--- config.mk ---
export PLATFORM = sky130hd
export DESIGN_NAME = event_counter_flat
export DESIGN_NICKNAME = d
export VERILOG_FILES = /design/src/common/bus_pkg.sv /design/src/common/reg_if.sv /design/src/event_counter/event_counter.sv /design/src/flat_wrapper.sv
export SDC_FILE = /design/constraint.sdc
export NUM_CORES = 1
export LEC_CHECK = 0
export BUFFER_PORTS_ARGS = -buffer_cell sky130_fd_sc_hd__buf_4
export CORE_MARGIN = 5
export CORE_UTILIZATION = 48
export CTS_CLUSTER_SIZE = 25
export DETAILED_ROUTE_END_ITERATION = 8
export HOLD_SLACK_MARGIN = 0.06
export MAX_ROUTING_LAYER = met4
export PLACE_DENSITY = 0.74
export SYNTH_ARGS = -nofsm -noshare
export SYNTH_HDL_FRONTEND = slang
export SYNTH_SLANG_ARGS = --single-unit
--- constraint.sdc ---
create_clock -name bus_clk -period 1.7 [get_ports bus_clk]
set_clock_uncertainty 0.2 [all_clocks]
set_input_delay 0.17 -clock bus_clk [delete_from_list [all_inputs] [get_ports bus_clk]]
set_output_delay 0.17 -clock bus_clk [all_outputs]
set_load 0.005 [all_outputs]
--- src/common/bus_pkg.sv ---
package bus_pkg;

    // ********************
    // Widths and types
    // ********************
    localparam int BUS_ADDR_W = 16;                  // Host address width.
    localparam int BUS_DATA_W = 8;                   // Data bus width.
    localparam int REG_ADDR_W = 4;                   // Register index inside a window.

    typedef logic [BUS_ADDR_W-1:0] bus_addr_t;
    typedef logic [BUS_DATA_W-1:0] bus_data_t;
    typedef logic [REG_ADDR_W-1:0] reg_addr_t;

    // ********************
    // Address map
    // ********************
    localparam bus_addr_t ADD_OFFSET    = 16'h4000;  // Host to bus address offset.

    localparam bus_addr_t GPIO_BASEADDR = 16'h0000;
    localparam bus_addr_t GPIO_HIGHADDR = 16'h000F;

    localparam bus_addr_t CNT_BASEADDR  = 16'h0010;
    localparam bus_addr_t CNT_HIGHADDR  = 16'h001F;

    // ********************
    // Register indices
    // ********************
    localparam reg_addr_t GPIO_REG_IN   = 4'd0;      // Synchronized pin levels.
    localparam reg_addr_t GPIO_REG_OUT  = 4'd1;      // Output data.
    localparam reg_addr_t GPIO_REG_DIR  = 4'd2;      // Direction, 1 is output.

    localparam reg_addr_t CNT_REG_LO    = 4'd0;      // Count low byte, loads snapshot.
    localparam reg_addr_t CNT_REG_HI    = 4'd1;      // Snapshot high byte.
    localparam reg_addr_t CNT_REG_CTRL  = 4'd2;      // Bit 0 enable, bit 1 clear.

    // Control register bit positions.
    localparam int CNT_CTRL_EN_BIT  = 0;
    localparam int CNT_CTRL_CLR_BIT = 1;

endpackage

--- src/common/reg_if.sv ---
`timescale 1ns/10ps

// Single-cycle register access between the bus controller and one peripheral.
interface reg_if;
    import bus_pkg::*;

    reg_addr_t addr;                                 // Register index in the window.
    bus_data_t wdata;                                // Write data from the host.
    logic      wr;                                   // One-cycle write strobe.
    logic      rd;                                   // One-cycle read strobe.
    bus_data_t rdata;                                // Combinational read data.

    modport ctrl (
        output addr,
        output wdata,
        output wr,
        output rd,
        input  rdata
    );

    modport periph (
        input  addr,
        input  wdata,
        input  wr,
        input  rd,
        output rdata
    );

endinterface

--- src/event_counter/event_counter.sv ---
`timescale 1ns/10ps

module event_counter #(
    parameter int CNT_WIDTH = 16                     // Valid from 9 to 16.
) (
    input  wire   bus_clk,
    input  wire   rst_n,
    reg_if.periph regs,
    input  wire   event_in
);
    import bus_pkg::*;

    logic                 ev_s1;                     // Event synchronizer.
    logic                 ev_s2;
    logic                 ev_s3;                     // Previous level for edge detect.
    logic                 ev_rise;

    logic                 cnt_en;
    logic                 ctrl_wr;
    logic                 clr_req;
    logic                 snap_load;
    logic [CNT_WIDTH-1:0] count;
    bus_data_t            snap;                      // High byte captured on a low read.

    // ********************
    // Event edge detect
    // ********************
    always_ff @(posedge bus_clk) begin
        if (!rst_n) begin
            ev_s1 <= 1'b0;
            ev_s2 <= 1'b0;
            ev_s3 <= 1'b0;
        end else begin
            ev_s1 <= event_in;
            ev_s2 <= ev_s1;
            ev_s3 <= ev_s2;
        end
    end

    assign ev_rise = ev_s2 & ~ev_s3;

    // ********************
    // Control register
    // ********************
    assign ctrl_wr   = regs.wr && (regs.addr == CNT_REG_CTRL);
    assign clr_req   = ctrl_wr && regs.wdata[CNT_CTRL_CLR_BIT];  // Self-clearing.
    assign snap_load = regs.rd && (regs.addr == CNT_REG_LO);

    always_ff @(posedge bus_clk) begin
        if (!rst_n) begin
            cnt_en <= 1'b0;
        end else if (ctrl_wr) begin
            cnt_en <= regs.wdata[CNT_CTRL_EN_BIT];
        end
    end

    // ********************
    // Counter and snapshot
    // ********************
    // Clear wins over a coincident event.
    always_ff @(posedge bus_clk) begin
        if (!rst_n) begin
            count <= '0;
        end else if (clr_req) begin
            count <= '0;
        end else if (cnt_en && ev_rise) begin
            count <= count + 1'b1;                   // Wraps at the full width.
        end
    end

    // The low read and the snapshot see the same count value.
    always_ff @(posedge bus_clk) begin
        if (!rst_n) begin
            snap <= '0;
        end else if (snap_load) begin
            snap <= bus_data_t'(count[CNT_WIDTH-1:BUS_DATA_W]);
        end
    end

    // ********************
    // Read data
    // ********************
    always_comb begin
        case (regs.addr)
            CNT_REG_LO:   regs.rdata = count[BUS_DATA_W-1:0];
            CNT_REG_HI:   regs.rdata = snap;
            CNT_REG_CTRL: regs.rdata = bus_data_t'(cnt_en);  // Clear bit reads 0.
            default:      regs.rdata = '0;
        endcase
    end

endmodule

--- src/flat_wrapper.sv ---
// flat-port wrapper written by rule: the top's interface ports become plain ports
module event_counter_flat import bus_pkg::*;
#(
    parameter int CNT_WIDTH = 16                                           
)
  (bus_clk, rst_n, event_in, regs_addr, regs_wdata, regs_wr, regs_rd, regs_rdata);
  reg_if regs_i ();
  input  wire bus_clk;
  input  wire rst_n;
  input  wire event_in;
  input wire logic [$bits(regs_i.addr)-1:0] regs_addr;
  input wire logic [$bits(regs_i.wdata)-1:0] regs_wdata;
  input wire logic [$bits(regs_i.wr)-1:0] regs_wr;
  input wire logic [$bits(regs_i.rd)-1:0] regs_rd;
  output wire logic [$bits(regs_i.rdata)-1:0] regs_rdata;
  assign regs_i.addr = regs_addr;
  assign regs_i.wdata = regs_wdata;
  assign regs_i.wr = regs_wr;
  assign regs_i.rd = regs_rd;
  assign regs_rdata = regs_i.rdata;
  event_counter #(.CNT_WIDTH(CNT_WIDTH)) u_core (.bus_clk(bus_clk), .rst_n(rst_n), .regs(regs_i), .event_in(event_in));
endmodule
==> results.md <==
* Max Cap Violations at 0
* Multi-input gate area at ~700 um^2
* Drt initial violations at 84
* Run status: complete, no violations
* Via density at around 5.3
* Critical Path RT at 1.33 ns
* Synth area leader: dfxtp_1
* Initial antenna violation count at 0
* DR pass1 iterations at 4
* Post-layout min period at approximately 1.7 ns
* Worst Hold Class: primary input to flop
* Leading cell types by count after synthesis: 28 x dfxtp_1, 21 x nor2_1, 18 x mux2i_1
* Largest fanout on the critical path at 4
* Avg Cell Area, Syn at 9.10 um^2
* Combinational Power Share at 6.9%
* RSZ-0062 raised after global routing: true
* Num CTS Buffers at 3
* Most used DFF post-synth: dfxtp_1
* Setup crit end: regs_rdata[0]
* Fill cell count at 216
* Mapped Nets at 164
* Seq/Total Area, Yosys at a little over two fifths
* Initial core utilization at around half
* Final wirelength at 2.90 mm
* Setup CP Type: flop to output port
* HPWL after DPL at ~2.2 mm
* I/O pins at 25
* Netlist cell types at 27
* Worst R2R Start: u_core.ev_s3
* # clock sinks at 28
* Worst setup path startpoint: u_core.count[0]
* DR vias at 1163
* Clk Latency, worst-skew pair at between 0.3 and 0.4 ns
* Drt drc at 0
* Final antenna-violating net count at 0
* Net Sw Frac at a little over a fifth
* Layout cells sized above 1 at between 20 and 30%
* Top-count cell post-synth: dfxtp_1
* Cell Pwr Density at 616 nW/um^2
* Seq pwr share at between 60 and 70%
* Pins Over Slew Limit at 0
* Period Utilization, post-route at 98.3%
* Setup crit end kind: output port
* Hold Vio Cnt, Final at 0
* FF-to-FF setup slack at 0.06 ns
* Fmax at 0.598 GHz
* Core Box Area at ~2700 um^2
* Inserted Diodes at 0
* CP arrival at 1.30 ns
* Ys Warns at 0
* Setup tns final at 0 ns
* Synthesized cell area at 1330 um^2
* First-pass GRT wire length at 5.14 mm
* Longest Clk Path Bufs at 2
* GRT Total Usage at 16.5%
* CTS root buffer: clkbuf_4
* Layout Nets at 206
* Cell internal pwr at roughly 830 uW
* Switching power at approximately 220 uW
* Vias in the first global route at approximately 1100
* Reg clk slew, reported paths at 0.15 ns
* Rows at 19
* Synth async-reset ratio at 0%
* Grt ovf at 0
* Leakage power at between 0.7 and 0.8 nW
* GPL Wtd Cong at around 0.75
* Final Power at 1.06 mW
* Mapped Cells at 146
* Die W at 62.6 um
* Yosys top cell area share at between 40% and 50%
* Largest net degree at the start of global routing at 17
* Setup crit start kind: flop
* Slew headroom at 84.1%
* WL/cell at 13.3 um
* IO buf count at 18
* Largest cells by area after synthesis: dfxtp_1 42%, mux2i_1 14%, nor2_1 5.9%
* DIE AREA at 3920 um^2
* #FFs+latches synth at 28
* Power share of the clock group at between 30 and 40%
* CTS tree: done
* Worst reg-to-reg path cell count at 4
* Area growth syn-to-layout at 29.2%
* Die Ht at 62.6 um
* Max H-tree Level at 1
* Maximum vdd ir drop at around 440 uV
* Worst-margin pin slew at around 0.24 ns
* FF/Latch Area at approximately 560 um^2
* EDFF count, synth at 0
* Reg-to-Reg End: u_core.count[13]
* Final setup violation count at 0
==> layer usage <==
layer	wire length [um]	up-vias	global-route usage, %	share of wire (%)
met5	0	-	-	0
li1	-	584	-	-
met3	117	2	3.42	4.0
met1	1340	563	20.2	46
met4	13	0	5.57	0.45
met2	1420	14	26.9	49
==> critical path, cell delays in order (launching register included) <==
cell,delay [ns]
dfxtp_2,0.39
buf_6,0.11
mux2i_1,0.06
nor2_1,0.08
a21oi_1,0.05
nor3_1,0.15
buf_4,0.14
==> what timing repair did <==
action,in CTS,in global routing
endpoints found under the hold margin,12,0
gates resized for setup,1,4
buffers inserted,0,1
setup endpoints to repair,1,4
hold buffers,5,0
==> power by group through the flow <==
| stage | Combinational, mW | Sequential (mW) | Clock [mW] |
|---|---|---|---|
| final | 0.0733 | 0.661 | 0.324 |
| after global routing | 0.0799 | 0.662 | 0.365 |
| after CTS | 0.0732 | 0.661 | 0.334 |
| after detailed placement | 0.0653 | 0.675 | 0 |
| after global placement | 0.0639 | 0.675 | 0 |
| after floorplan | 0.0302 | 0.675 | 0 |
==> registers in the layout, indices dropped and copies added, names as in the netlist <==
signal / count
u_core.cnt_en: 1
u_core.count: 16
u_core.ev_s1: 1
u_core.ev_s2: 1
u_core.ev_s3: 1
u_core.snap: 8
==> metrics by stage <==
stage          cells  setup WS, ns  cell area [um^2]  hold slack [ns]  utilization (%)
3_5_place_dp     208       -0.0696              1610            0.188             59.6
3_3_place_gp     208       -0.0541              1610            0.184             59.6
6_report         218        0.0283              1720            0.171             63.3
2_1_floorplan    146      0.000473              1330           0.0973                -
4_1_cts          217       0.00373              1700            0.162             62.8
5_1_grt          218       -0.0997              1720            0.188             63.3
==> placed cells by master (no fill, tap or decap) <==
cell type       n
a21oi_1         6
a31o_2          1
and2_1          5
and3_1          3
and4_1          3
and4b_2         1
buf_4          38
buf_6           1
clkbuf_4        3
clkbuf_8        1
dfxtp_1        25
dfxtp_2         3
dlygate4sd3_1   5
ha_1            1
inv_1           3
mux2i_1        18
nand2_1         3
nand3_1         4
nand3b_1        1
nand4_1         6
nand4b_1        3
nor2_1         21
nor2b_1        10
nor3_1          2
o21ai_0         4
o21ai_1         1
or3_1           4
or3b_1          1
xnor2_1         4
xor2_1          6
==> logic make-up (layout without fill, tap and decap cells) <==
group	count (synthesis)	count (layout)	share of synthesized area (%)
AND/OR/NAND/NOR	67	67	28.2
buffers and inverters	10	51	3.77
XOR/XNOR	10	10	6.59
adder cells (fa/ha/maj)	1	1	0.941
multiplexers	18	18	13.6
AO/OA/AOI/OAI	12	12	4.80
flip-flops	28	28	42.2
==> how the worst min path moves through the flow <==
stage	start	end	slack, ns	cells past startpoint
2_1_floorplan	event_in	u_core.ev_s1	0.1	1
3_3_place_gp	event_in	u_core.ev_s1	0.18	2
3_5_place_dp	event_in	u_core.ev_s1	0.19	2
4_1_cts	regs_wdata[1]	u_core.count[15]	0.16	5
5_1_grt	regs_wdata[1]	u_core.count[15]	0.19	5
6_report	regs_wdata[1]	u_core.count[10]	0.17	5
==> layout make-up <==
class | count | share of cell area [%]
inverter | 3 | 0.656
timing repair buffer | 44 | 20.2
multi-input combinational | 108 | 41.9
sequential | 28 | 32.9
tap | 31 | 2.26
clock buffer | 4 | 2.11
Note: power is estimated with default switching activity, not from simulation.
